### config.mk
export PLATFORM = sky130hd
export DESIGN_NAME = sdram_fetch
export DESIGN_NICKNAME = d
export VERILOG_FILES = /design/src/design/mm_core_pkg.sv /design/src/design/sdram_fetch.sv
export VERILOG_INCLUDE_DIRS = /design/src /design/src/design
export SDC_FILE = /design/constraint.sdc
export NUM_CORES = 1
export LEC_CHECK = 0
export BUFFER_PORTS_ARGS = -buffer_cell sky130_fd_sc_hd__buf_2
export CAP_MARGIN = 20
export CORE_MARGIN = 10
export CORE_UTILIZATION = 54
export CTS_BUF_LIST = sky130_fd_sc_hd__clkbuf_8
export DETAILED_ROUTE_END_ITERATION = 12
export HOLD_SLACK_MARGIN = 0.1
export PLACE_DENSITY_LB_ADDON = 0.08
export SYNTH_ARGS = -nofsm -noshare
export SYNTH_HDL_FRONTEND = slang
export SYNTH_SLANG_ARGS = --single-unit
### constraint.sdc
create_clock -name wb_clk_i -period 4.8 [get_ports wb_clk_i]
set_input_delay 0.24 -clock wb_clk_i [delete_from_list [all_inputs] [get_ports wb_clk_i]]
set_output_delay 0.24 -clock wb_clk_i [all_outputs]
set_load 0.01 [all_outputs]
### src/design/mm_dma_settings.svh
`ifndef MM_DMA_SETTINGS_SVH
`define MM_DMA_SETTINGS_SVH

// register byte offsets, low address byte
`define MM_DMA_REG_CTRL     8'h00
`define MM_DMA_REG_BASE_A   8'h04
`define MM_DMA_REG_BASE_B   8'h08
`define MM_DMA_REG_RESULT0  8'h0C

`define MM_DMA_N            4
`define MM_DMA_ROW_STRIDE   16
`define MM_DMA_ELEM_STRIDE  4

`define MM_DMA_ADDR_UNSET   24'd3721  // base register not yet written

`endif

### src/design/mm_core_pkg.sv
`default_nettype none

package mm_core_pkg;

    typedef logic signed [31:0] data_t;
    typedef logic [23:0]        sdram_addr_t;
    typedef logic [2:0]         group_t;    // a row 0, b col 0-3, a rows 1-3
    typedef logic [1:0]         elem_t;
    typedef logic [3:0]         res_idx_t;

    typedef enum logic [2:0] {
        fetch_idle,
        fetch_req,
        fetch_wait,
        fetch_hold,
        fetch_done
    } fetch_state_t;

    typedef enum logic [2:0] {
        ctrl_idle,
        ctrl_armed,
        ctrl_detect,
        ctrl_stream_in,
        ctrl_stream_out,
        ctrl_done
    } ctrl_state_t;

endpackage

`default_nettype wire

### src/design/sdram_fetch.sv
`timescale 1ns/1ps
`default_nettype none
`include "mm_dma_settings.svh"

module sdram_fetch (
    input  wire                            wb_clk_i,
    input  wire                            wb_rst_i,
    input  wire mm_core_pkg::sdram_addr_t  base_a_i,
    input  wire mm_core_pkg::sdram_addr_t  base_b_i,
    input  wire                            start_i,
    output mm_core_pkg::sdram_addr_t       mm_addr_o,
    output logic                           mm_in_valid_o,
    input  wire                            mm_busy_i,
    input  wire                            mm_out_valid_i,
    input  wire mm_core_pkg::data_t        mm_data_i,
    output logic                           stage_valid_o,
    output mm_core_pkg::data_t [3:0]       stage_data_o,
    input  wire                            stage_consumed_i
);

    mm_core_pkg::fetch_state_t state;
    mm_core_pkg::group_t       grp;
    mm_core_pkg::elem_t        elem;
    mm_core_pkg::sdram_addr_t  grp_start;
    mm_core_pkg::sdram_addr_t  step;
    logic                      a_row;
    logic                      word_in;

    assign a_row   = (grp == 3'd0) || (grp >= 3'd5);
    assign step    = a_row ? mm_core_pkg::sdram_addr_t'(`MM_DMA_ELEM_STRIDE)
                           : mm_core_pkg::sdram_addr_t'(`MM_DMA_ROW_STRIDE);
    assign word_in = (state == mm_core_pkg::fetch_wait) && mm_out_valid_i;

    // first address of groups 1 to 7
    always_comb begin
        if (grp >= 3'd5)
            grp_start = base_a_i
                + mm_core_pkg::sdram_addr_t'(`MM_DMA_ROW_STRIDE * (grp - 3'd4));
        else
            grp_start = base_b_i
                + mm_core_pkg::sdram_addr_t'(`MM_DMA_ELEM_STRIDE * (grp - 3'd1));
    end

    always_ff @(posedge wb_clk_i) begin
        if (wb_rst_i) begin
            state         <= mm_core_pkg::fetch_idle;
            mm_in_valid_o <= 1'b0;
            mm_addr_o     <= '0;
            grp           <= '0;
            elem          <= '0;
        end else begin
            case (state)
                mm_core_pkg::fetch_idle: begin
                    if (start_i && base_a_i != `MM_DMA_ADDR_UNSET) begin
                        mm_addr_o     <= base_a_i;
                        mm_in_valid_o <= 1'b1;
                        state         <= mm_core_pkg::fetch_req;
                    end
                end
                mm_core_pkg::fetch_req: begin
                    if (!mm_busy_i) begin  // request taken
                        mm_in_valid_o <= 1'b0;
                        state         <= mm_core_pkg::fetch_wait;
                    end
                end
                mm_core_pkg::fetch_wait: begin
                    if (mm_out_valid_i) begin
                        elem <= elem + 2'd1;
                        if (elem != 2'd3) begin
                            mm_addr_o     <= mm_addr_o + step;
                            mm_in_valid_o <= 1'b1;
                            state         <= mm_core_pkg::fetch_req;
                        end else if (grp == 3'd7) begin
                            state <= mm_core_pkg::fetch_done;
                        end else begin
                            grp   <= grp + 3'd1;
                            state <= mm_core_pkg::fetch_hold;
                        end
                    end
                end
                mm_core_pkg::fetch_hold: begin
                    if (!stage_valid_o) begin  // wait for engine to drain
                        mm_addr_o     <= grp_start;
                        mm_in_valid_o <= 1'b1;
                        state         <= mm_core_pkg::fetch_req;
                    end
                end
                default: ;
            endcase
        end
    end

    always_ff @(posedge wb_clk_i) begin
        if (wb_rst_i)
            stage_valid_o <= 1'b0;
        else if (word_in && elem == 2'd3)
            stage_valid_o <= 1'b1;
        else if (stage_consumed_i)
            stage_valid_o <= 1'b0;
    end

    always_ff @(posedge wb_clk_i) begin
        if (word_in)
            stage_data_o[elem] <= mm_data_i;
    end

endmodule

`default_nettype wire

---- Word-level counts from Yosys, hierarchy flattened ----
Cells that the tools add are included.
storage, ports and cells
  flip-flop bits (word level) ............. 162
  output and inout bits ................... 154
  bits of input ports ..................... 86
  word-level logic and storage cells ...... 74
operators by class
  bitwise operators ....................... 2
  equality and inequality tests ........... 12
  order comparisons ....................... 3
  add/subtract/negate cells ............... 7
  reductions and logical operators ........ 15
  multiplexer cells ....................... 25
operators with widths
  kind                    count
  $bwmux W128             1
  $mux W24                5
  $pmux W24 S3            1
  $demux W32 S2           1
  $add A24 B24 Y24        2
  $mux W32                1
  $add A24 B5 Y24         1
  $ne A24 B12 Y1 const B  1
  $mux W3                 6
  $pmux W3 S4             1
  $ne A2 B2 Y1 const B    5
  $reduce_and A5 Y1       2
  $mux W1                 7
  $eq A3 B2 Y1 const B    2
  $logic_not A3 Y1        2
  $reduce_and A6 Y1       1
  $mux W5                 1
  $logic_and A1 B1 Y1     4
  $pmux W1 S4             1
  $reduce_and A4 Y1       1
  $reduce_bool A4 Y1      1
  $sub A3 B1 Y4 const B   1
  $sub A3 B3 Y4 const B   1
  $add A3 B1 Y3 const B   1
  13 further kinds        14

---- Depth between registers and ports, before layout ----
  word-level depth ........................ 7
  gate-level depth with buffers ........... 18
  depth with buffers taken out ............ 16

---- Worst setup path after synthesis ----
Ideal clock, no wire load.
  path kind ............................... reg-to-reg
  start ................................... register grp[2]
  end ..................................... register mm_addr_o[22]
  period minus slack after synthesis ...... 3.674 ns
  path buffers ............................ 1
  setup time .............................. 0.080 ns
  required time ........................... 4.720 ns
  slack ................................... 1.126 ns
  cell stages (with the launch flop) ...... 12
  data arrival time ....................... 3.594 ns
  cell sequence ........................... dfxtp_1 -> nor3_1 -> ha_1 -> clkbuf_1 -> a21oi_1 -> o21ai_1 -> o31ai_1 -> a21oi_1 -> o21ai_0 -> a21oi_1 -> or3_1 -> a211oi_2
between the ends
  longest elaborated chain between the ends .. 7
  elaborated cells between the ends (all ways) .. 14
  those cells by class .................... add/sub: 5; order compare: 1; mux: 6; reduce/logical: 2
ends and longest elaborated chain
  element                                                  line                                  source
  start: declaration                                       sdram_fetch.sv:22                     mm_core_pkg::group_t grp;
  start signal: assignment                                 sdram_fetch.sv:76                     grp <= grp + 3'd1;
  $ge A3 B3 Y1 / $logic_not A3 Y1 (equally long branches)  sdram_fetch.sv:29, sdram_fetch.sv:36
  $logic_or A1 B1 Y1                                       sdram_fetch.sv:29                     assign a_row = (grp == 3'd0) || (grp >= 3'd5);
  $mux W5                                                  sdram_fetch.sv:30                     assign step = a_row ? mm_core_pkg::sdram_addr_t'(`MM_DMA_ELEM_STRIDE)
  $add A24 B5 Y24                                          sdram_fetch.sv:70                     mm_addr_o <= mm_addr_o + step;
  $mux W24                                                 sdram_fetch.sv:69                     if (elem != 2'd3) begin
  $mux W24                                                 sdram_fetch.sv:67                     if (mm_out_valid_i) begin
  $pmux W24 S3 *                                           sdram_fetch.sv:52                     case (state)
  end signal: assignment                                   sdram_fetch.sv:55                     mm_addr_o <= base_a_i;
  end signal: assignment                                   sdram_fetch.sv:70
  end signal: assignment                                   sdram_fetch.sv:83                     mm_addr_o <= grp_start;
  end: declaration                                         sdram_fetch.sv:11                     output mm_core_pkg::sdram_addr_t mm_addr_o,
Every way passes the cells marked *; elsewhere a longest branch is shown, timed or not. The select of a mux whose other input is x is not followed.
A chain may end at the register's enable or synchronous reset.

---- Worst setup path after layout ----
  start ................................... register grp[1]
  end ..................................... register mm_addr_o[23]
Same word-level chain as after synthesis.

==> impl_metrics.yaml <==
run_status:
  status: "complete, no violations"
clock_network:
  cts.reportedPaths.clkPinSlew_ps: 100
  insertion_delay_ps: 450
  numCtsBuffers: 17
  htree_levels: 4
  tritoncts: "done"
  cts.sinks: 162
  cts_buffer_depth: 2
  cts-root-buf: "clkbuf_8"
yosys:
  ys_async_sr_fraction: 0
  synth_cell_types: 67
  ys.warnings.count: 0
  ys_seq_area_frac: 0.549
  synth_ff_type: "edfxtp_1"
  synth-edff-count: 128
  ys_seq_elements: 162
  syn_nets: 876
  syn_inst: 736
  avgSynthCellArea_um2: 11.2
  synth_area_um2: 8230
sta:
  tightestPinTransition_ps: 1050
  tns_ps: 0
  setup_violations: 0
  fmax_mhz: 284
  finalMaxSlewViolations: 0
  whs_ps: 123
  min_period_over_period: 0.733
  period_needed_ps: 3520
  max_slew_margin: 0.298
  finClkSkew_ps: 19.7
  rsz0062_at_grt: "false"
  hold_violations: 0
floorplanning:
  rows: 45
  die_h_um: 143
  die_x_um: 143
  coreArea_um2: 15100
  ioPinCount: 240
  start_util: 0.546
  die-area_um2: 20600
worst_setup_path:
  worst_setup_path_start_kind: "flop"
  reg2reg_depth: 16
  cp-end-kind: "flop"
  critPathLaunch: "grp[1]$_SDFFE_PP0P_"
  crit_type: "flop to flop"
  cp_data_arrival_time_ps: 3820
  crit_fanout: 7
  r2r_start: "grp[1]$_SDFFE_PP0P_"
  required_ps: 5100
grt:
  antenna_found_initial: 0
  grt.total_usage: 0.233
  grt_max_degree: 36
  grt_pass1_wl_mm: 37.3
  grt_pass1_vias: 6639
  grt_overflow_total: 0
route:
  antenna_left: 0
  num_vias: 6988
  wl_mm: 25.1
  drt_iter0_drc: 487
  drt-vias-per-instance: 5.73
  drc: 0
  post_drt_wl_per_cell_um: 20.5
  dr.pass1.iters: 5
layout:
  final_nets: 1159
  diodes: 0
  area_growth_pct: 26.6
  drive_gt1_frac: 0.286
  fillers: 1193
pwr:
  power_density_nw_per_um2: 295
  p_leak_uw: 0.00419
  vdd_drop_max_mv: 0.168
run:
  maxCapViolCount: 0
min_path:
  whs_path_depth: 3
  worstHoldStart: "mm_out_valid_i"
  hold_path.class: "input port to flop"
placed_design:
  numPortBuffers: 239
  place_congestion: 0.897
  hpwl_mm: 18.3
-- repair_timing --
action | CTS | global route
resized for setup | 0 | 0
hold buffers | 35 | 0
buffers inserted | 0 | 0
endpoints found under the hold margin | 131 | 0
-- metrics by stage --
step                setup WS (ps)  area [um2]  total power, uW  instances  utilization
floorplan                    1130        8230             1900        736            -
finish                       1280       10400             3070       1220        0.691
CTS                          1300       10400             3080       1220        0.691
detailed placement           1340        9670             2070       1153        0.641
global route                 1060       10400             3200       1220        0.691
global placement             1400        9670             2060       1153        0.641
-- metal layers --
| layer | up-vias | part of all wire | global-route usage |
|---|---|---|---|
| met3 | 43 | 0.098 | 0.0726 |
| met1 | 3263 | 0.39 | 0.268 |
| met5 | - | 0 | 0 |
| met4 | 0 | 0.027 | 0.0870 |
| li1 | 3361 | - | - |
| met2 | 321 | 0.48 | 0.399 |
-- sequential cells by signal, indices dropped and copies added, names as in the netlist --
register,flops
state,3
mm_in_valid_o,1
elem,2
grp,3
mm_addr_o,24
stage_valid_o,1
stage_data_o,128
-- power by group --
group	switching (uW)	total, uW	internal, uW
clock	530	1010	477
sequential	45.8	1590	1550
combinational	269	474	205
total	845	3070	2230
-- critical path, cell delays in order, from the launching register on --
cell      delay [ps]
dfxtp_1          390
inv_1            170
ha_1             190
nor2_1            40
nor2_1           130
a21o_1           130
inv_1             50
ha_1             320
a31o_2           200
nand4_1          130
nor2_1           270
and3_1           330
or3b_1           390
xor2_1           140
o21ai_1           70
a211oi_1         320
a211oi_2         100
-- cell usage in the layout, fill, tap and decap left out, drive strengths merged, types with 8 or more instances in the layout --
master	instances
buf	251
edfxtp	128
nor2	72
nand2	59
a21oi	56
ha	52
o21ai	46
dlygate4sd3	35
dfxtp	34
inv	33
xnor2	23
nand3	20
clkbuf	17
a21o	14
xor2	14
a211oi	14
nand2b	13
and3	11
nor3	11
nand4	10
a22oi	8
o21a	8
-- final cells by class --
type                            instances  area, um2  share of cell area
Clock buffer                           17        234              0.0224
Clock inverter                         15        169              0.0162
Inverter                               24       90.1             0.00864
Multi-Input combinational cell        528       3540               0.339
Sequential cell                       162       4520               0.434
Tap cell                              188        235              0.0226
Timing Repair Buffer                  286       1640               0.157
-- Yosys cell counts (7+ instances only) --
cell / count / area share
nor2_1: 71 / 0.032
inv_1: 22 / 0.010
o211ai_1: 7 / 0.0064
ha_1: 52 / 0.079
a211oi_1: 12 / 0.011
dfxtp_1: 34 / 0.083
o21a_1: 8 / 0.0073
nand2b_1: 13 / 0.0099
a21oi_1: 56 / 0.034
clkbuf_1: 13 / 0.0059
xor2_1: 14 / 0.015
a21o_1: 14 / 0.013
nor3_1: 11 / 0.0067
and3_1: 11 / 0.0084
nand2_1: 59 / 0.027
edfxtp_1: 128 / 0.47
a22oi_1: 8 / 0.0073
o21ai_1: 22 / 0.013
nand4_1: 10 / 0.0076
o21ai_0: 22 / 0.013
xnor2_1: 23 / 0.024
nand3_1: 20 / 0.012
-- cells by family after synthesis --
family | Yosys count | share of synthesized area
AND/OR/NAND/NOR | 224 | 0.131
AO/OA/AOI/OAI | 209 | 0.170
flip-flops | 162 | 0.549
adder cells (fa/ha/maj) | 54 | 0.0839
buffers and inverters | 46 | 0.0219
XOR/XNOR | 37 | 0.0394
multiplexers | 4 | 0.00486
-- worst paths after layout --
kind,endpoint,slack [ps]
max reg2reg,mm_addr_o[23]$_SDFFE_PP0P_,1280
min reg2reg,stage_valid_o$_SDFFE_PP0P_,500
min,elem[1]$_SDFFE_PP0P_,120
max,mm_addr_o[23]$_SDFFE_PP0P_,1280
(Power assumes the default switching activity.)
