<file path="config.mk">
export PLATFORM = sky130hd
export DESIGN_NAME = stream_ctrl
export DESIGN_NICKNAME = d
export VERILOG_FILES = /design/src/design/mm_core_pkg.sv /design/src/design/stream_ctrl.sv
export VERILOG_INCLUDE_DIRS = /design/src /design/src/design
export SDC_FILE = /design/constraint.sdc
export NUM_CORES = 1
export LEC_CHECK = 0
export BUFFER_PORTS_ARGS = -buffer_cell sky130_fd_sc_hd__buf_2
export CORE_MARGIN = 2
export CORE_UTILIZATION = 40
export DETAILED_ROUTE_END_ITERATION = 6
export GPL_TIMING_DRIVEN = 0
export PLACE_DENSITY_LB_ADDON = 0.3
export SLEW_MARGIN = 20
export SYNTH_ARGS = -nofsm -noshare
export SYNTH_HDL_FRONTEND = slang
export SYNTH_SLANG_ARGS = --single-unit
</file>
<file path="constraint.sdc">
create_clock -name wb_clk_i -period 56.1 [get_ports wb_clk_i]
set_clock_uncertainty 0.2 [all_clocks]
set_input_delay 2.805 -clock wb_clk_i [delete_from_list [all_inputs] [get_ports wb_clk_i]]
set_output_delay 2.805 -clock wb_clk_i [all_outputs]
set_load 0.05 [all_outputs]
</file>
<file path="src/design/mm_dma_settings.svh">
`ifndef MM_DMA_SETTINGS_SVH
`define MM_DMA_SETTINGS_SVH

// register byte offsets, low address byte
`define MM_DMA_REG_CTRL     8'h00
`define MM_DMA_REG_BASE_A   8'h04
`define MM_DMA_REG_BASE_B   8'h08
`define MM_DMA_REG_RESULT0  8'h0C

`define MM_DMA_N            4
`define MM_DMA_ROW_STRIDE   16
`define MM_DMA_ELEM_STRIDE  4

`define MM_DMA_ADDR_UNSET   24'd3721  // base register not yet written

`endif

</file>
<file path="src/design/mm_core_pkg.sv">
`default_nettype none

package mm_core_pkg;

    typedef logic signed [31:0] data_t;
    typedef logic [23:0]        sdram_addr_t;
    typedef logic [2:0]         group_t;    // a row 0, b col 0-3, a rows 1-3
    typedef logic [1:0]         elem_t;
    typedef logic [3:0]         res_idx_t;

    typedef enum logic [2:0] {
        fetch_idle,
        fetch_req,
        fetch_wait,
        fetch_hold,
        fetch_done
    } fetch_state_t;

    typedef enum logic [2:0] {
        ctrl_idle,
        ctrl_armed,
        ctrl_detect,
        ctrl_stream_in,
        ctrl_stream_out,
        ctrl_done
    } ctrl_state_t;

endpackage

`default_nettype wire

</file>
<file path="src/design/stream_ctrl.sv">
`timescale 1ns/1ps
`default_nettype none
`include "mm_dma_settings.svh"

module stream_ctrl (
    input  wire                            wb_clk_i,
    input  wire                            wb_rst_i,
    input  wire                            start_i,
    input  wire                            stage_valid_i,
    input  wire mm_core_pkg::data_t [3:0]  stage_data_i,
    output logic                           stage_consumed_o,
    output logic                           eng_start_o,
    output logic                           ss_tvalid_o,
    output mm_core_pkg::data_t             ss_tdata_o,
    input  wire                            ss_tready_i,
    input  wire                            sm_tvalid_i,
    input  wire mm_core_pkg::data_t        sm_tdata_i,
    output logic                           sm_tready_o,
    input  wire                            eng_done_i,
    output logic                           done_o,
    input  wire mm_core_pkg::res_idx_t     result_idx_i,
    output mm_core_pkg::data_t             result_o
);

    localparam int NRES = `MM_DMA_N * `MM_DMA_N;

    mm_core_pkg::ctrl_state_t state;
    mm_core_pkg::elem_t       cnt;
    mm_core_pkg::data_t       res_buf [NRES];
    logic                     ss_fire;

    assign ss_fire          = ss_tvalid_o && ss_tready_i;
    assign eng_start_o      = (state == mm_core_pkg::ctrl_armed);
    assign ss_tvalid_o      = (state == mm_core_pkg::ctrl_stream_in);
    assign ss_tdata_o       = stage_data_i[cnt];
    assign sm_tready_o      = (state == mm_core_pkg::ctrl_stream_out);
    assign stage_consumed_o = ss_fire && (cnt == 2'd3);
    assign done_o           = (state == mm_core_pkg::ctrl_done);
    assign result_o         = res_buf[result_idx_i];

    always_ff @(posedge wb_clk_i) begin
        if (wb_rst_i) begin
            state <= mm_core_pkg::ctrl_idle;
            cnt   <= '0;
        end else begin
            case (state)
                mm_core_pkg::ctrl_idle: begin
                    if (start_i)
                        state <= mm_core_pkg::ctrl_armed;
                end
                mm_core_pkg::ctrl_armed: state <= mm_core_pkg::ctrl_detect;
                mm_core_pkg::ctrl_detect: begin
                    // results first, else engine could block on a full output
                    if (sm_tvalid_i)
                        state <= mm_core_pkg::ctrl_stream_out;
                    else if (eng_done_i)
                        state <= mm_core_pkg::ctrl_done;
                    else if (stage_valid_i && ss_tready_i)
                        state <= mm_core_pkg::ctrl_stream_in;
                end
                mm_core_pkg::ctrl_stream_in: begin
                    if (ss_fire) begin
                        cnt <= cnt + 2'd1;  // wraps after word 3
                        if (cnt == 2'd3)
                            state <= mm_core_pkg::ctrl_detect;
                    end
                end
                mm_core_pkg::ctrl_stream_out: state <= mm_core_pkg::ctrl_detect;
                default: ;
            endcase
        end
    end

    // shift down so c[0] lands at index 0
    always_ff @(posedge wb_clk_i) begin
        if (state == mm_core_pkg::ctrl_stream_out) begin
            for (int i = 0; i < NRES - 1; i++)
                res_buf[i] <= res_buf[i + 1];
            res_buf[NRES - 1] <= sm_tdata_i;
        end
    end

endmodule

`default_nettype wire

</file>
Word level (Yosys, flattened, before mapping)
Memory sizes are Yosys's and may differ from the RTL's.
Cells that the tools add are included.
{"block": "totals", "latch_bits": 0, "romBits": 0, "ramBits": 512, "word_cells": 34, "reg_bits": 5, "input_bits": 171, "mem_count": 1}
{"memory": "res_buf", "depth": 16, "word_bits": 32, "read_ports": 16, "rd_clocked_by_memory_dff": 0, "write_ports": 16, "line": "stream_ctrl.sv:29", "source": "mm_core_pkg::data_t res_buf [NRES];"}
{"block": "op_classes", "n_eq_ne": 10, "addsub": 1, "reduce_logical": 8, "order_cmp": 1, "shifts": 0, "bitwise": 0, "n_mul": 0, "muxes": 11, "n_div": 0}
{"op": "binary-select mux 32 bit (select 2 bit)", "count": 1}
{"op": "two-way mux 32 bit", "count": 1}
{"op": "two-way mux 3 bit", "count": 6}
{"op": "case mux 3 bit (4 select lines)", "count": 1}
{"op": "== test 3 x 2 -> 1 bit, second input constant", "count": 2}
{"op": "== test 3 bit, second input constant", "count": 2}
{"op": "AND reduction 5 bit", "count": 1}
{"op": "inequality test 2 x 1 -> 1 bit, second input constant", "count": 2}
{"op": "inequality test 4 bit, second input constant", "count": 1}
{"op": "nonzero test 4 bit", "count": 1}
{"op": "== test 3 x 1 -> 1 bit, second input constant", "count": 1}
{"op": "logical AND 1 bit", "count": 3}
{"op": "zero test 3 bit", "count": 1}
{"op": "< comparator 2 x 3 -> 1 bit, second input constant", "count": 1}
{"op": "adder 2 x 1 -> 2 bit, second input constant", "count": 1}
{"op": "== test 2 bit, second input constant", "count": 1}
{"op": "two-way mux 1 bit", "count": 2}
{"op": "inequality test 2 bit, second input constant", "count": 1}
{"op": "AND reduction 2 bit", "count": 1}
{"op": "OR reduction 2 bit", "count": 1}

Depth between registers and ports, before layout
{"block": "depth", "depth_word": 5, "mapped_depth": 5, "ltp_nobuf": 5}

Worst setup path before layout
OpenSTA, ideal clock, no wires.
{"block": "synth_timing", "kind": "register to output", "startpoint": "register state[0]", "endpoint": "output port sm_tready_o", "t_required_ns": 53.095, "arrival_ns": 38.583, "stages_incl_launch_ff": 3, "path_slack_ns": 14.512, "path_cell_list": "dfxtp_1 clkbuf_1 nor3b_1"}
{"block": "synth_between", "elab_chain_cells": 1}
{"item": "from (decl)", "line": "stream_ctrl.sv:27", "source": "mm_core_pkg::ctrl_state_t state;"}
{"item": "from (signal assigned)", "line": "stream_ctrl.sv:43", "source": "state <= mm_core_pkg::ctrl_idle;"}
{"item": "from (signal assigned)", "line": "stream_ctrl.sv:49", "source": "state <= mm_core_pkg::ctrl_armed;"}
{"item": "from (signal assigned)", "line": "stream_ctrl.sv:51", "source": "mm_core_pkg::ctrl_armed: state <= mm_core_pkg::ctrl_detect;"}
{"item": "== test 3 bit", "line": "stream_ctrl.sv:36", "source": "assign sm_tready_o = (state == mm_core_pkg::ctrl_stream_out);"}
{"item": "to (decl)", "line": "stream_ctrl.sv:18", "source": "output logic sm_tready_o,"}
No other way between the ends.

Final worst setup path
{"block": "layout_timing", "startpoint": "input port result_idx_i[1]", "endpoint": "output port result_o[14]"}
{"block": "layout_between", "elab_chain_cells": 1}
{"item": "from (decl)", "line": "stream_ctrl.sv:21", "source": "input wire mm_core_pkg::res_idx_t result_idx_i,"}
{"item": "memory (16 x 32 bit)"}
{"item": "to (decl)", "line": "stream_ctrl.sv:22", "source": "output mm_core_pkg::data_t result_o"}
No other way between the ends.

==> results.yml <==
outcome:
  status: "completed"
setup_path:
  worst-endpoint-arrival_ns: 4.96
  worst_setup_path_end_kind: "output port"
  timing_worst_setup_path_type: "input pin to output port"
  crit_fanout: 10
  critical_path.startpoint: "result_idx_i[1]"
  critical_path_required_ns: 53.10
  crit_path_start_kind: "input pin"
  regToRegStartpoint: "state[2]"
detailed_routing:
  initialDrtViolationCount: 1000
  routed_length_per_placed_instance_um: 22.0
  antenna_left: 0
  drc: 0
  num_vias: 10198
  drt_wl_total_um: 42400
  drt_first_pass_iters: 7
  viasPerCell: 5.29
worst_hold_path:
  timing.hold.worst.start: "res_buf[8][1]"
  hold_class: "flip-flop to flip-flop"
timing:
  rsz_0062_raised_after_global_routing: "no"
  max_slew.worst_pin.slew_ns: 0.998
  whs_ns: 0.234
  fmax_mhz: 126
  timing.final.setup_violations: 0
  finalCriticalPeriod_ns: 7.97
  relSlewSlack_pct: 33.5
  final.setup.tns_ns: 0
  finalCritPeriodShare_pct: 14.2
  final_max_slew_viol_count: 0
  hold_viol: 0
synth:
  synthesis_warnings: 0
  synthMuxAreaShare_pct: 18.0
  synth-seq-area-share_pct: 76.7
  synth.avg_cell_area_um2: 23.3
  synth_net_count: 1039
  combinational_family_with_the_most_area_after_synthesis: "multiplexers"
  post_synth_xor_area_fraction_pct: 0.0434
  postSynthRegisterBits: 517
  synth_edf_count: 512
  share_of_the_synthesized_area_in_compound_gates_ao_oa_aoi_oai_pct: 2.70
  synth_cells: 867
  yosys.cell_types.count: 28
  cell_area_synth_mm2: 0.0202
  synth_async_sr_flop_share_pct: 0
  synthAdderAreaFrac_pct: 0.0620
  post_synth_and_or_nand_nor_area_fraction_pct: 1.26
  synth_ff_type: "sky130_fd_sc_hd__edfxtp_1"
power:
  power_leakage_nw: 8.19
  power_per_cell_area_mw_per_mm2: 45.5
  peakVddDrop_v: 0.0000242
die:
  std_cell_rows: 82
  die-width_um: 229
  initial_cell_density_of_the_core_pct: 40.4
  ios: 240
  fp.coreArea_mm2: 0.0500
  die_height_um: 229
  fp.dieArea_mm2: 0.0523
finish:
  final_layout_net_count: 1384
  most_used_cells_in_the_layout_excluding_fill_and_tap_cells: "sky130_fd_sc_hd__edfxtp_1, sky130_fd_sc_hd__buf_2, sky130_fd_sc_hd__mux4_2, sky130_fd_sc_hd__a22oi_1, sky130_fd_sc_hd__clkbuf_16"
  fillerInstances: 4101
  synthToLayoutAreaGrowth_pct: 20.2
  fin_util_pct: 48.5
  final_layout_size_suffix_gt1_share_pct: 43.2
  final_design_area_no_fill_mm2: 0.0243
  layout.cells.most_common: "sky130_fd_sc_hd__edfxtp_1"
placement:
  numPortBuffers: 237
  placedInstanceArea_mm2: 0.0227
  hpwlAfterDp_um: 28700
  place.gp.congestion: 0.970
clocking:
  clk-insertion-delay-late_ns: 0.59
  cts_root_buf: "sky130_fd_sc_hd__clkbuf_16"
  clk_pin_slew_worst_paths_ns: 0.06
  h-tree-depth: 2
  cts-buffers-inserted: 53
  cts_tree: "yes"
  cts_num_sinks: 517
  cts_repair_resize_count: 0
  holdBufCountCts: 0
  cts_setup_buffers: 0
  max-clock-path-buffers: 3
grt:
  number_of_global_route_vias_before_repair: 10408
  grt_overflow: 0
  groute.usage.overall_pct: 16.1
  antenna_violations_before_repair: 0
  grt_first_pass_wirelength_um: 64000
  grt_max_degree: 14
job:
  drv.max_cap_violation_count: 0
-- power breakdown --
group          internal (W)  leakage, nW  switching (W)
Clock              0.000184        0.769       0.000141
Sequential         0.000550         4.71      0.0000363
Combinational     0.0000747         2.71       0.000119
-- per-stage QoR --
stage,power [W],instances,setup slack (ns)
after global placement,0.000952,1776,-2.01
after CTS,0.00112,1926,48.14
after floorplan,0.000854,867,14.51
after global routing,0.00115,1926,48.05
after detailed placement,0.000790,1829,48.11
final,0.00110,1928,48.13
-- kinds of logic (layout without fill, tap and decap cells) --
| logic type | count (synthesis) | count (layout) |
|---|---|---|
| other cells | 0 | 2 |
| buf+inv | 56 | 443 |
| fa+ha+maj | 1 | 1 |
| mux | 162 | 162 |
| simple gates | 57 | 57 |
| compound gates | 73 | 73 |
| xor+xnor | 1 | 1 |
| flops | 517 | 517 |
-- worst max-delay path: stages --
cell and delay [ns]:
sky130_fd_sc_hd__clkbuf_1 0.72, sky130_fd_sc_hd__buf_2 0.46, sky130_fd_sc_hd__mux4_2 0.38, sky130_fd_sc_hd__a22oi_1 0.18, sky130_fd_sc_hd__nand2_1 0.16, sky130_fd_sc_hd__buf_2 0.25
-- state kept, by name (all words and copies together), names as in the netlist --
name and flops:
cnt 2, res_buf 512, state 3
-- routing by layer --
layer,vias to the layer above,GRT usage (%),wire length [µm]
met5,-,0,0
li1,4462,-,-
met2,253,23.6,19500
met3,54,3.95,2690
met1,5429,24.4,19600
met4,0,3.76,648
-- synth_stat cells, types with 2 or more instances --
master	count	share of area [%]
sky130_fd_sc_hd__edfxtp_1	512	76
sky130_fd_sc_hd__mux4_2	160	18
sky130_fd_sc_hd__nor4_1	2	0.062
sky130_fd_sc_hd__a21oi_1	2	0.050
sky130_fd_sc_hd__a211oi_1	3	0.11
sky130_fd_sc_hd__nand3_1	2	0.050
sky130_fd_sc_hd__and2_1	2	0.062
sky130_fd_sc_hd__buf_2	12	0.30
sky130_fd_sc_hd__buf_4	9	0.33
sky130_fd_sc_hd__nor2_1	7	0.13
sky130_fd_sc_hd__buf_1	6	0.11
sky130_fd_sc_hd__nor2b_1	3	0.093
sky130_fd_sc_hd__nand2_1	35	0.65
sky130_fd_sc_hd__dfxtp_1	5	0.50
sky130_fd_sc_hd__clkbuf_1	27	0.50
sky130_fd_sc_hd__nor3b_1	3	0.11
sky130_fd_sc_hd__inv_1	2	0.037
sky130_fd_sc_hd__mux2i_1	2	0.099
sky130_fd_sc_hd__a22oi_1	64	2.4
-- layout make-up --
cell class                 instances  area (µm²)  area share (%)
sequential                       517       15500            63.8
multi-input combinational        294        4450            18.3
timing repair buffer             290        1640            6.76
clock buffer                      73        1440            5.95
tap                              672         841            3.47
buffer                            54         251            1.04
clock inverter                    24         144           0.593
inverter                           2        7.51          0.0310
antenna                            2        5.00          0.0206
-- worst paths after layout --
path | endpoint | slack [ns] | cells past startpoint
worst min-delay path | res_buf[7][1] | 0.23 | 0
worst max register to register | res_buf[15][29] | 52.27 | 15
worst min register to register | res_buf[7][1] | 0.23 | 0
worst max-delay path | result_o[14] | 48.13 | 6
(Power assumes the default switching activity.)
