`src/design/mm_dma_settings.svh`:
```
`ifndef MM_DMA_SETTINGS_SVH
`define MM_DMA_SETTINGS_SVH

// register byte offsets, low address byte
`define MM_DMA_REG_CTRL     8'h00
`define MM_DMA_REG_BASE_A   8'h04
`define MM_DMA_REG_BASE_B   8'h08
`define MM_DMA_REG_RESULT0  8'h0C

`define MM_DMA_N            4
`define MM_DMA_ROW_STRIDE   16
`define MM_DMA_ELEM_STRIDE  4

`define MM_DMA_ADDR_UNSET   24'd3721  // base register not yet written

`endif

```
`src/design/wb_map_pkg.sv`:
```
`default_nettype none

package wb_map_pkg;

    typedef logic [7:0]  reg_off_t;  // low address byte
    typedef logic [31:0] wb_word_t;

    typedef struct packed {
        logic idle;
        logic done;
        logic start;
    } status_t;

endpackage

`default_nettype wire

```
`src/design/mm_core_pkg.sv`:
```
`default_nettype none

package mm_core_pkg;

    typedef logic signed [31:0] data_t;
    typedef logic [23:0]        sdram_addr_t;
    typedef logic [2:0]         group_t;    // a row 0, b col 0-3, a rows 1-3
    typedef logic [1:0]         elem_t;
    typedef logic [3:0]         res_idx_t;

    typedef enum logic [2:0] {
        fetch_idle,
        fetch_req,
        fetch_wait,
        fetch_hold,
        fetch_done
    } fetch_state_t;

    typedef enum logic [2:0] {
        ctrl_idle,
        ctrl_armed,
        ctrl_detect,
        ctrl_stream_in,
        ctrl_stream_out,
        ctrl_done
    } ctrl_state_t;

endpackage

`default_nettype wire

```
`src/design/wb_csr.sv`:
```
`timescale 1ns/1ps
`default_nettype none
`include "mm_dma_settings.svh"

module wb_csr (
    input  wire                            wb_clk_i,
    input  wire                            wb_rst_i,
    input  wire                            wbs_cyc_i,
    input  wire                            wbs_stb_i,
    input  wire                            wbs_we_i,
    input  wire wb_map_pkg::wb_word_t      wbs_adr_i,
    input  wire wb_map_pkg::wb_word_t      wbs_dat_i,
    output logic                           wbs_ack_o,
    output wb_map_pkg::wb_word_t           wbs_dat_o,
    output logic                           start_o,
    output mm_core_pkg::sdram_addr_t       base_a_o,
    output mm_core_pkg::sdram_addr_t       base_b_o,
    input  wire                            done_i,
    input  wire mm_core_pkg::data_t        result_i,
    output mm_core_pkg::res_idx_t          result_idx_o
);

    wb_map_pkg::reg_off_t off;
    wb_map_pkg::reg_off_t res_off;
    wb_map_pkg::status_t  status;
    wb_map_pkg::wb_word_t rdata;
    logic                 access;
    logic                 in_result;
    logic [1:0]           armed;    // bit 0 base a, bit 1 base b
    logic                 started;

    assign access       = wbs_cyc_i && wbs_stb_i && !wbs_ack_o;  // never ack twice in a row
    assign off          = wbs_adr_i[7:0];
    assign res_off      = off - `MM_DMA_REG_RESULT0;
    assign in_result    = (off >= `MM_DMA_REG_RESULT0) && (res_off[1:0] == 2'b00)
                          && (res_off < 8'(`MM_DMA_N * `MM_DMA_N * `MM_DMA_ELEM_STRIDE));
    assign result_idx_o = res_off[5:2];
    assign status       = '{idle: !started, done: done_i, start: 1'b0};

    always_comb begin
        rdata = '0;
        if (off == `MM_DMA_REG_CTRL)
            rdata = {29'd0, status};
        else if (in_result && done_i)
            rdata = result_i;
    end

    always_ff @(posedge wb_clk_i) begin
        if (wb_rst_i) begin
            wbs_ack_o <= 1'b0;
            start_o   <= 1'b0;
            armed     <= 2'b00;
            started   <= 1'b0;
            base_a_o  <= `MM_DMA_ADDR_UNSET;
            base_b_o  <= `MM_DMA_ADDR_UNSET;
        end else begin
            wbs_ack_o <= access;
            start_o   <= 1'b0;
            if (access && wbs_we_i) begin
                case (off)
                    `MM_DMA_REG_BASE_A: begin
                        base_a_o <= wbs_dat_i[23:0];
                        armed[0] <= 1'b1;
                    end
                    `MM_DMA_REG_BASE_B: begin
                        base_b_o <= wbs_dat_i[23:0];
                        armed[1] <= 1'b1;
                    end
                    `MM_DMA_REG_CTRL: begin
                        if (wbs_dat_i == 32'd1 && armed == 2'b11 && !started) begin
                            start_o <= 1'b1;  // one run per reset
                            started <= 1'b1;
                        end
                    end
                    default: ;
                endcase
            end
        end
    end

    always_ff @(posedge wb_clk_i) begin
        if (access)
            wbs_dat_o <= wbs_we_i ? '0 : rdata;
    end

endmodule

`default_nettype wire

```
`config.mk`:
```
export PLATFORM = sky130hd
export DESIGN_NAME = wb_csr
export DESIGN_NICKNAME = d
export VERILOG_FILES = /design/src/design/wb_map_pkg.sv /design/src/design/mm_core_pkg.sv /design/src/design/wb_csr.sv
export VERILOG_INCLUDE_DIRS = /design/src /design/src/design
export SDC_FILE = /design/constraint.sdc
export NUM_CORES = 1
export LEC_CHECK = 0
export BUFFER_PORTS_ARGS = -buffer_cell sky130_fd_sc_hd__buf_2
export CORE_AREA = 2 2 97 99
export CTS_CLUSTER_DIAMETER = 80
export CTS_CLUSTER_SIZE = 40
export DETAILED_ROUTE_END_ITERATION = 12
export DIE_AREA = 0 0 99 101
export HOLD_SLACK_MARGIN = 0.15
export PLACE_DENSITY_LB_ADDON = 0.08
export RECOVER_POWER = 100
export SLEW_MARGIN = 0
export SYNTH_ARGS = -nofsm -noshare
export SYNTH_HDL_FRONTEND = slang
export SYNTH_SLANG_ARGS = --single-unit
```
`constraint.sdc`:
```
create_clock -name wb_clk_i -period 2.7 [get_ports wb_clk_i]
set_input_delay 0.54 -clock wb_clk_i [delete_from_list [all_inputs] [get_ports wb_clk_i]]
set_output_delay 0.54 -clock wb_clk_i [all_outputs]
set_load 0.01 [all_outputs]
```
# Word level (Yosys, flattened, before mapping)

Index checks and enable logic that the tools add are counted.

$add $sub $neg: 1
Order comparisons: 2
Eq/ne operators: 4
Multiplexer cells: 3
Bitwise gates (word level): 3
Reductions and logical operators: 17

Operators with widths:

| kind                | number |
|---|---|
| $eq 32x1->1 const B | 1 |
| $eq 8x3->1 const B  | 1 |
| $eq 8x4->1 const B  | 1 |
| $ge 8x4->1 const B  | 1 |
| $logic_and 1x1->1   | 8 |
| $logic_not 8->1     | 1 |
| $lt 8x7->1 const B  | 1 |
| $sub 8x4->8 const B | 1 |
| $mux 3              | 2 |
| $reduce_or 3->1     | 2 |
| $reduce_and 2->1    | 2 |
| $not 1->1           | 3 |
| $reduce_and 3->1    | 1 |
| $eq 2x2->1 const B  | 1 |
| $logic_not 1->1     | 2 |
| $logic_not 2->1     | 1 |
| $mux 1              | 1 |

Bits in registers: 85
Bits of input ports: 102
Output and inout port bits: 86
Logic and storage cells: 39

# Depth between registers and ports, before layout

Gate-level depths: netlist (run 1).

Depth in word-level cells: 7
Gate-level depth with buffers: 7
Depth with buffers taken out: 5

# Worst setup path before layout (run 1)

No wires, ideal clock.

Path type: in2reg
From: input wbs_cyc_i
To: register wbs_dat_o[0], enable pin
Arrival time: 1.959 ns
Path slack: 0.320 ns
Stages: 2
Path through: nand2_1 > nor2_1

Cells in the longest elaborated chain, start to end: 2

RTL lines:

| element                        | RTL line     | text |
|---|---|---|
| start, declared                | wb_csr.sv:8  | `input wire wbs_cyc_i,` |
| $logic_and 1x1->1 (2 in a row) | wb_csr.sv:32 | `assign access = wbs_cyc_i && wbs_stb_i && !wbs_ack_o;` |
| via access                     | wb_csr.sv:27 | `logic access;` |
| end signal, assigned           | wb_csr.sv:83 | `wbs_dat_o <= wbs_we_i ? '0 : rdata;` |
| end, declared                  | wb_csr.sv:14 | `output wb_map_pkg::wb_word_t wbs_dat_o,` |

The timed path passes the listed nets, and every way through them passes these cells.
A chain may end at the register's enable or synchronous reset.

# Worst setup path after layout (run 1)

From: input wbs_adr_i[2]
To: register wbs_dat_o[5], data pin

Cells in the longest elaborated chain, start to end: 6
Elaborated cells between the ends (all ways): 9
Those cells by class: add/sub (1); order compare (2); bitwise (1); reduce/logical (5)

RTL lines:

| element                                                           | RTL line                   | text |
|---|---|---|
| start, declared                                                   | wb_csr.sv:11               | `input wire wb_map_pkg::wb_word_t wbs_adr_i,` |
| $sub 8x4->8 (no source line) / $ge 8x4->1 (equally long branches) | n/a                        |  |
| $lt 8x7->1 / $logic_and 1x1->1 (equally long branches)            | wb_csr.sv:36, wb_csr.sv:35 |  |
| $logic_and 1x1->1                                                 | wb_csr.sv:35               | `` assign in_result = (off >= `MM_DMA_REG_RESULT0) && (res_off[1:0] == 2'b00) `` |
| $logic_and 1x1->1                                                 | wb_csr.sv:44               | `else if (in_result && done_i)` |
| $not 1->1 (no source line)                                        | n/a                        |  |
| $reduce_or 3->1 (no source line) (*)                              | n/a                        |  |

Mark *: on every way between the ends. The rest lies on a longest branch, timed or not.

==> impl_metrics.py, run 1 <==
metrics = {
    "global_routing": {
        "antenna_found_initial": 0,
        "grt_pass1_vias": 2888,
        "groute.usage.overall_pct": 18.36,
        "grt_overflow_total": 0,
        "grt_max_degree": 35,
        "grt_pass1_wl_um": 14410,
    },
    "clocking": {
        "worstSkewPairLatency_ps": 350,
        "tritoncts": "built",
        "cts_buffer_depth": 2,
        "postCtsHoldBufs": 0,
        "cts_buffers": 9,
        "cts_max_level": 3,
        "post_cts_resized": 0,
        "clkSinkCount": 85,
        "root_buffer": "clkbuf_8",
        "path_clk_slew_ps": 90,
        "post_cts_buffers": 0,
    },
    "synthesis": {
        "ys_ff_latch": 85,
        "synth-edff-count": 32,
        "syn_nets": 477,
        "synth_area_um2": 3516,
        "yosysUniqueCellTypes": 37,
        "ys_seq_area_share_pct": 57.51,
        "yosysWarnings": 0,
        "syn_avg_cell_area_um2": 9.477,
        "synthCells": 371,
        "synthFlopType": "dfxtp_1",
        "synth-async-reset-ratio_pct": 0,
    },
    "route": {
        "route.detailed.drc": 0,
        "drtAntennaViolNets": 0,
        "dr.pass1.iters": 4,
        "drtIter0Drc": 93,
        "vias": 3181,
        "drt_wl_total_um": 9192,
        "wl_per_cell_um": 14.19,
        "routed_via_density": 4.909,
    },
    "layout": {
        "final_cell_mix": "clkbuf_1 (92), buf_2 (75), nand2_1 (72)",
        "postLayoutCoreUtil_pct": 50.33,
        "layout.cells.most_common": "clkbuf_1",
        "diodes": 0,
        "nNetsFinal": 638,
        "syn2layout_area_growth_pct": 28.51,
        "final_layout_size_suffix_gt1_share_pct": 22.91,
        "nFillCells": 913,
        "fin_cells": 648,
    },
    "power": {
        "p_per_area_nw_per_um2": 556.7,
        "ir_drop_mv": 0.2209,
        "leakagePower_nw": 1.553,
    },
    "sta": {
        "min_period_ps": 2263,
        "grt_setup_unrepaired": "false",
        "relSlewSlack_pct": -11.23,
        "finalHoldViolations": 0,
        "slew_viol_final": 33,
        "period_share_pct": 83.80,
        "finClkSkew_ps": 10.26,
        "report.final.setup_viol": 0,
        "worstMarginPinSlew_ps": 1669,
        "fmax_ghz": 0.4420,
    },
    "critical_path": {
        "critPathArrivalTime_ps": 2360,
        "worst_setup_path_end_kind": "flop",
        "ff2ff_path_depth": 5,
        "crit_type": "in -> reg",
        "worstReg2RegEnd": "base_b_o[17]$_SDFFE_PP0P_",
        "worstSetupStartpoint": "wbs_adr_i[2]",
        "r2r_start": "wbs_ack_o$_SDFF_PP0_",
        "crit_path_end": "wbs_dat_o[5]$_SDFFCE_PP0P_",
        "r2r_slack_ps": 600,
        "crit_required_ps": 2800,
        "worstPathMaxFanout": 18,
        "start_kind": "input pin",
    },
    "run": {
        "maxCapViolCount": 1,
    },
    "die": {
        "core_area_um2": 8977,
        "die-area_um2": 9999,
        "rows": 35,
        "chipWidth_um": 99,
        "initial_core_util_pct": 39.16,
        "io_pins": 188,
        "die_h_um": 101,
    },
    "place": {
        "place_hpwl_um": 6722,
        "port_buffers": 163,
        "gp_congestion": 0.7702,
        "dp_cells": 632,
    },
    "hold_path": {
        "hold_path_class": "in -> reg",
    },
    "run_status": {
        "outcome": "complete, but fails checks",
        "violations": "max-capacitance violations, max-slew violations",
    },
}
==> flip-flops by register name, indices dropped and copies added (netlist names) <==
| name | flops |
|---|---|
| base_b_o | 24 |
| start_o | 1 |
| armed | 2 |
| base_a_o | 24 |
| wbs_dat_o | 32 |
| started | 1 |
| wbs_ack_o | 1 |
==> layer usage <==
layer,vias up,GRT usage [%],routed length (µm)
met5,-,0,0
met4,0,8.114,165
met3,11,4.785,728
met2,127,28.22,4161
met1,1435,24.42,4137
li1,1608,-,-
==> logic make-up (layout without fill, tap and decap cells) <==
kind of cell             count (synthesis)  in the layout  share of synthesized area (%)
buffers and inverters                   28            194                          4.164
flip-flops                              85             85                          57.51
adder cells (fa/ha/maj)                  4              4                          1.424
XOR/XNOR                                 2              2                         0.4983
AO/OA/AOI/OAI                           53             53                          9.822
AND/OR/NAND/NOR                        199            199                          26.58
==> where the power goes <==
part           internal (mW)  leakage (nW)  total, mW  switching [mW]
combinational         0.0737         0.736      0.195           0.121
sequential              1.35         0.709       1.36         0.00665
clock                  0.512         0.108      0.964           0.452
total                   1.94          1.55       2.52           0.580
==> metrics by stage <==
stage | setup TNS, ps | hold WS, ps | worst slack (ps) | power [mW] | area, µm²
floorplan | 0 | 430.6 | 319.9 | 1.467 | 3516
global placement | 0 | 435.4 | 34.35 | 1.590 | 4438
finish | 0 | 449.9 | 437.3 | 2.515 | 4518
global route | 0 | 432.1 | 201.0 | 2.628 | 4518
CTS | 0 | 426.7 | 382.8 | 2.562 | 4657
detailed placement | -0.6162 | 439.6 | -0.5049 | 1.591 | 4438
==> worst max-delay path, cell delays in order <==
cell      delay [ps]
clkbuf_1         100
ha_1             210
or4b_1           130
a21oi_1           70
nor3_2           880
buf_4            360
nor2_1            70
==> synthesized netlist by cell type (2+ instances only) <==
master	number	area share (%)
nand2_1	72	7.7
dfxtp_1	53	30
nor2_1	50	5.3
a21oi_1	32	4.6
edfxtp_1	32	27
nand3_1	31	4.4
a21oi_2	18	4.5
nor3_1	17	2.4
clkbuf_1	16	1.7
nor4_1	7	1.2
ha_1	4	1.4
nand4_1	4	0.71
buf_2	3	0.43
inv_1	3	0.32
and4_1	2	0.50
buf_1	2	0.21
buf_6	2	0.64
buf_8	2	0.85
nand2_2	2	0.36
nand4_2	2	0.71
==> how the worst min path moves through the flow <==
stage | startpoint | to | slack (ps) | cells after the start
6_report | wbs_dat_i[13] | base_b_o[13]$_SDFFE_PP0P_ | 450 | 3
5_1_grt | wbs_dat_i[4] | base_a_o[4]$_SDFFE_PP0P_ | 430 | 3
4_1_cts | wbs_dat_i[4] | base_a_o[4]$_SDFFE_PP0P_ | 430 | 3
3_5_place_dp | base_b_o[1]$_SDFFE_PP0P_ | base_b_o[1]$_SDFFE_PP0P_ | 440 | 2
3_3_place_gp | base_a_o[22]$_SDFFE_PP0P_ | base_a_o[22]$_SDFFE_PP0P_ | 440 | 2
2_1_floorplan | armed[0]$_SDFFE_PP0P_ | armed[0]$_SDFFE_PP0P_ | 430 | 2
==> cell type report <==
class	count	area, µm²	share of cell area [%]
flip-flops and latches	85	2022	44.75
clock buffers	12	166.4	3.683
well taps	111	138.9	3.074
repair buffers	175	782.0	17.31
clock inverters	4	52.55	1.163
inverters	3	11.26	0.2492
multi-input cells	258	1345	29.77
Power figures use the tool's default switching activity.
==> run 2, diff against run 1 <==
- ABC_AREA: default -> 1
- CORE_AREA: 2 2 97 99 -> 2 2 101 103
- DIE_AREA: 0 0 99 101 -> 0 0 103 105
- clock period: 2.7 -> 1.86 ns (I/O delays scaled with it)
==> run 2 against run 1 <==
Against the previous run:
- the run now ends clean
- clock-buffer cell count is 2 higher
- global-route usage is 1.1 points lower
- first-iteration DRC count is 29% lower
- flip-flop and latch count stayed put
- clock power is 26% higher
- total power is 39% higher
- non-clock buffer count is 5 lower
- sequential share of layout area is 1.9 points lower
- critical endpoint is now wbs_dat_o[3]$_SDFFCE_PP0P_
==> impl_metrics.py, run 2 <==
metrics = {
    "critical_path": {
        "crit_required_ps": 1950,
        "ff2ff_path_depth": 7,
        "r2r_start": "wbs_ack_o$_SDFF_PP0_",
        "crit_type": "in -> reg",
        "start_kind": "input pin",
        "worst_setup_path_end_kind": "flop",
        "worstPathMaxFanout": 30,
        "worstSetupStartpoint": "wbs_adr_i[2]",
        "critPathArrivalTime_ps": 1700,
    },
    "layout": {
        "nFillCells": 1045,
        "nNetsFinal": 723,
        "syn2layout_area_growth_pct": 25.47,
        "largest_register_ffs": 32,
        "postLayoutCoreUtil_pct": 48.99,
        "diodes": 0,
        "reg.largest.list": "wbs_dat_o: 32 flops, base_a_o: 24 flops, base_b_o: 24 flops",
        "final_layout_size_suffix_gt1_share_pct": 20.61,
        "regArea_um2": 2022,
        "final_cell_mix": "nor2_1 (107), clkbuf_1 (90), nand2_1 (78)",
        "layout.cells.most_common": "nor2_1",
        "max_flop_register": "wbs_dat_o",
        "multi_input_area_um2": 1341,
    },
    "route": {
        "drtAntennaViolNets": 0,
        "drtIter0Drc": 66,
        "drt_wl_total_um": 9467,
        "routed_via_density": 4.408,
        "dr.pass1.iters": 4,
        "wl_per_cell_um": 12.56,
        "route.detailed.drc": 0,
        "vias": 3324,
    },
    "power": {
        "internal_power_mw": 2.673,
        "switching_power_uw": 814.5,
        "power.share.switching_pct": 23.36,
        "ir_drop_mv": 0.2725,
        "seqPwrFrac_pct": 56.5,
        "p_per_area_nw_per_um2": 738.5,
        "p_clk_share_pct": 34.8,
        "comb_power_share_pct": 8.8,
        "leakagePower_nw": 2.192,
    },
    "sta": {
        "grt_setup_unrepaired": "false",
        "finalSetupTns_ps": 0,
        "relSlewSlack_pct": 48.06,
        "period_share_pct": 86.14,
        "finalHoldViolations": 0,
        "fin_ws_ps": 257.9,
        "timing.hold.ws_ps": 218.6,
        "report.final.setup_viol": 0,
        "worstMarginPinSlew_ps": 779.1,
        "min_period_ps": 1602,
        "slew_viol_final": 0,
        "finClkSkew_ps": 5.635,
        "fmax_ghz": 0.6242,
    },
    "clocking": {
        "path_clk_slew_ps": 80,
        "post_cts_buffers": 0,
        "root_buffer": "clkbuf_8",
        "cts_max_level": 3,
        "post_cts_resized": 0,
        "worstSkewPairLatency_ps": 350,
        "clkSinkCount": 85,
        "cts_buffers": 9,
        "tritoncts": "built",
        "postCtsHoldBufs": 0,
        "cts_buffer_depth": 2,
    },
    "die": {
        "die_h_um": 105,
        "io_pins": 188,
        "rows": 36,
        "chipWidth_um": 103,
        "core_area_um2": 9639,
        "die-area_um2": 10820,
        "initial_core_util_pct": 39.04,
    },
    "global_routing": {
        "grt_overflow_total": 0,
        "groute.usage.overall_pct": 17.22,
        "antenna_found_initial": 0,
        "grt_max_degree": 49,
        "grt_pass1_wl_um": 14610,
        "grt_pass1_vias": 3132,
    },
    "synthesis": {
        "syn_nets": 560,
        "yosysMostFrequentCell": "nor2_1",
        "synth_top_family_by_area": "simple AND/OR/NAND/NOR gates",
        "ys_ff_latch": 85,
        "ys_top_cells_by_area": "dfxtp_1 (28%), edfxtp_1 (26%), nor2_1 (11%)",
        "synth_top_area_share_pct": 28.19,
        "synth_adder_area_share_pct": 1.330,
        "yosysWarnings": 0,
        "synth_area_um2": 3764,
        "yosysTopAreaCell": "dfxtp_1",
        "synth-simple-area-share_pct": 33.24,
        "synth_mux_area_share_pct": 0,
        "yosysUniqueCellTypes": 27,
        "ys_seq_area_share_pct": 53.72,
        "syn_avg_cell_area_um2": 8.290,
        "synth-edff-count": 32,
        "synthXorXnorAreaFrac_pct": 0.4654,
        "synth_compound_area_share_pct": 0.5319,
        "synthCells": 454,
        "synth-async-reset-ratio_pct": 0,
        "synthFlopType": "dfxtp_1",
        "synth_common_cells": "nor2_1 (108), nand2_1 (78), inv_1 (61), nand3_1 (60), dfxtp_1 (53)",
    },
    "place": {
        "place_ws_ps": 108.6,
        "port_buffers": 163,
        "place_hpwl_um": 6897,
        "gp_congestion": 0.7365,
    },
    "hold_path": {
        "hold_path_class": "in -> reg",
        "holdPathStages": 2,
        "hp-start": "wb_rst_i",
    },
    "run": {
        "maxCapViolCount": 0,
    },
    "run_status": {
        "outcome": "completed",
    },
}
run 2: per-layer routing:
| metal | GRT usage (%) | part of all wire, % | vias to the layer above |
|---|---|---|---|
| met2 | 26.90 | 44 | 119 |
| met4 | 6.955 | 1.5 | 0 |
| li1 | - | - | 1714 |
| met5 | 0 | 0 | - |
| met1 | 22.32 | 46 | 1481 |
| met3 | 4.749 | 8.3 | 10 |
run 2: area by class of cell:
cell class | instances | share of cell area, %
well taps | 133 | 3.524
inverters | 64 | 5.167
clock buffers | 14 | 3.683
flip-flops and latches | 85 | 42.82
clock inverters | 1 | 0.1060
multi-input cells | 287 | 28.40
repair buffers | 170 | 16.30
run 2: critical path, stage by stage:
cell and delay [ps]:
clkbuf_1 210, ha_1 260, inv_1 80, a21oi_1 160, nor2_1 90, nand3_1 90
clkbuf_4 340, nor2_1 80
run 2: cell families (layout without fill, tap and decap cells):
logic type      after synthesis  count (layout)
compound gates                4               4
xor+xnor                      2               2
fa+ha+maj                     4               4
buf+inv                      82             249
flops                        85              85
simple gates                277             277
run 2: metrics by stage:
step                      cell area (µm²)  instances  total power, mW
after detailed placement             4683        739            2.335
final                                4722        754            3.487
after global routing                 4722        754            3.641
after CTS                            4862        754            3.559
after global placement               4683        739            2.330
after floorplan                      3766        454            2.165
run 2: power groups by stage:
stage / clock (mW) / combinational, mW / sequential [mW]
after floorplan: 0 / 0.133 / 2.03
after global placement: 0 / 0.320 / 2.01
after detailed placement: 0 / 0.324 / 2.01
after CTS: 1.27 / 0.325 / 1.97
after global routing: 1.32 / 0.344 / 1.97
final: 1.21 / 0.305 / 1.97
run 2: final timing paths:
path / slack [ps] / to
min reg2reg: 460 / started$_SDFFE_PP0P_
min: 220 / armed[0]$_SDFFE_PP0P_
max: 260 / wbs_dat_o[3]$_SDFFCE_PP0P_
max reg2reg: 290 / armed[1]$_SDFFE_PP0P_
==> run 3, diff against run 2 <==
- clock period: 1.86 -> 2 ns (I/O delays scaled with it)
==> run 3 against run 2 <==
Against the previous run:
- cell area increased by 0.77%
- non-clock buffer count unchanged
- register-to-register slack gained 110 ps
- global-route usage increased by 0.16 points
- via count decreased by 0.12%
- largest cell class unchanged
- clock power rose by 6%
- clock-buffer cell count is 1 lower
==> impl_metrics.py, run 3 (same netlist as run 2, synthesis figures left out) <==
metrics = {
    "sta": {
        "period_share_pct": 79.78,
        "min_period_ps": 1596,
        "finalHoldViolations": 0,
        "slew_viol_final": 0,
        "worstMarginPinSlew_ps": 774.7,
        "finalSetupTns_ps": 0,
        "relSlewSlack_pct": 48.35,
        "report.final.setup_viol": 0,
        "fmax_ghz": 0.6267,
        "grt_setup_unrepaired": "false",
        "finClkSkew_ps": 7.789,
    },
    "layout": {
        "reg.largest.list": "wbs_dat_o: 32 flops, base_a_o: 24 flops, base_b_o: 24 flops",
        "max_flop_register": "wbs_dat_o",
        "final_cell_mix": "nor2_1 (107), clkbuf_1 (88), nand2_1 (78)",
        "layout.cells.most_common": "nor2_1",
        "diodes": 0,
        "final_layout_size_suffix_gt1_share_pct": 21.06,
        "nNetsFinal": 723,
        "largest_register_ffs": 32,
        "syn2layout_area_growth_pct": 26.43,
        "fin_area_um2": 4758,
    },
    "critical_path": {
        "crit_type": "reg -> reg",
        "critPathArrivalTime_ps": 1880,
        "worst_setup_path_end_kind": "flop",
        "worstPathMaxFanout": 25,
        "crit_required_ps": 2290,
        "slowest_delay_ps": 370,
        "start_kind": "flop",
        "cp_slowest_cell": "inv_2",
        "crit_chain": "nor3_2 -> nand2_1 -> inv_2 -> nand2_4 -> inv_2 -> nor2_1 -> nor2_1",
    },
    "global_routing": {
        "grt_max_degree": 33,
        "groute.usage.overall_pct": 17.38,
        "grt_pass1_wl_um": 14780,
        "grt_overflow_total": 0,
        "grt_pass1_vias": 3195,
        "antenna_found_initial": 0,
    },
    "clocking": {
        "cts_buffer_depth": 2,
        "path_clk_slew_ps": 90,
        "post_cts_buffers": 0,
        "postCtsHoldBufs": 0,
        "worstSkewPairLatency_ps": 350,
        "clkSinkCount": 85,
        "tritoncts": "built",
        "root_buffer": "clkbuf_8",
        "cts_buffers": 9,
        "cts_max_level": 3,
        "post_cts_resized": 0,
    },
    "die": {
        "io_pins": 188,
        "rows": 36,
        "die_h_um": 105,
        "initial_core_util_pct": 39.04,
        "chipWidth_um": 103,
        "core_area_um2": 9639,
        "die-area_um2": 10820,
    },
    "run_status": {
        "outcome": "completed",
    },
    "route": {
        "drt_wl_total_um": 9446,
        "wl_per_cell_um": 12.51,
        "route.detailed.drc": 0,
        "dr.pass1.iters": 4,
        "vias": 3320,
        "drtIter0Drc": 77,
        "routed_via_density": 4.397,
        "drtAntennaViolNets": 0,
    },
    "place": {
        "placed_area_um2": 4671,
        "gp_congestion": 0.7308,
        "port_buffers": 163,
        "place_hpwl_um": 6882,
    },
    "run": {
        "maxCapViolCount": 0,
    },
    "power": {
        "ir_drop_mv": 0.2788,
        "leakagePower_nw": 2.200,
        "p_per_area_nw_per_um2": 712.8,
    },
    "hold_path": {
        "hold_path_class": "in -> reg",
    },
}
run 3: cell type report:
class,instances,area [µm²]
well taps,133,166.4
clock inverters,3,41.29
flip-flops and latches,85,2022
clock buffers,13,168.9
fillers,1041,4881
repair buffers,170,782.0
multi-input cells,287,1333
inverters,64,245.2
run 3: metal layers:
layer | vias up | global-route usage, % | share of wire [%]
li1 | 1717 | - | -
met1 | 1472 | 22.07 | 46
met2 | 121 | 27.78 | 43
met3 | 10 | 4.749 | 9.2
met4 | 0 | 6.767 | 1.6
met5 | - | 0 | 0
run 3: report_power, final:
| group | switching [mW] | internal [mW] |
|---|---|---|
| Sequential | 0.00868 | 1.82 |
| Combinational | 0.174 | 0.110 |
| Clock | 0.597 | 0.680 |
run 3: critical path: cells and delay by family (launching register included):
kind                   cells  cell delay [ps]
and+or+nand+nor            5              630
DFF                        1              350
buffers and inverters      2              550
run 3: metrics by stage:
stage,hold slack [ps],setup slack [ps],power (mW),utilization [%],instances
2_1_floorplan,427.6,260.3,2.014,-,454
3_3_place_gp,442.1,284.6,2.165,48.46,739
3_5_place_dp,451.8,238.5,2.169,48.46,739
4_1_cts,236.3,437.4,3.452,50.64,755
5_1_grt,252.4,213.0,3.533,49.36,755
6_report,252.2,404.4,3.392,49.36,755
run 3: worst paths after layout:
kind                         from  cells past startpoint  slack, ps                         to
max reg2reg  wbs_ack_o$_SDFF_PP0_                      7        400  base_b_o[16]$_SDFFE_PP0P_
min reg2reg  started$_SDFFE_PP0P_                      2        460       started$_SDFFE_PP0P_
max          wbs_ack_o$_SDFF_PP0_                      7        400  base_b_o[16]$_SDFFE_PP0P_
min                      wb_rst_i                      2        250      armed[1]$_SDFFE_PP0P_
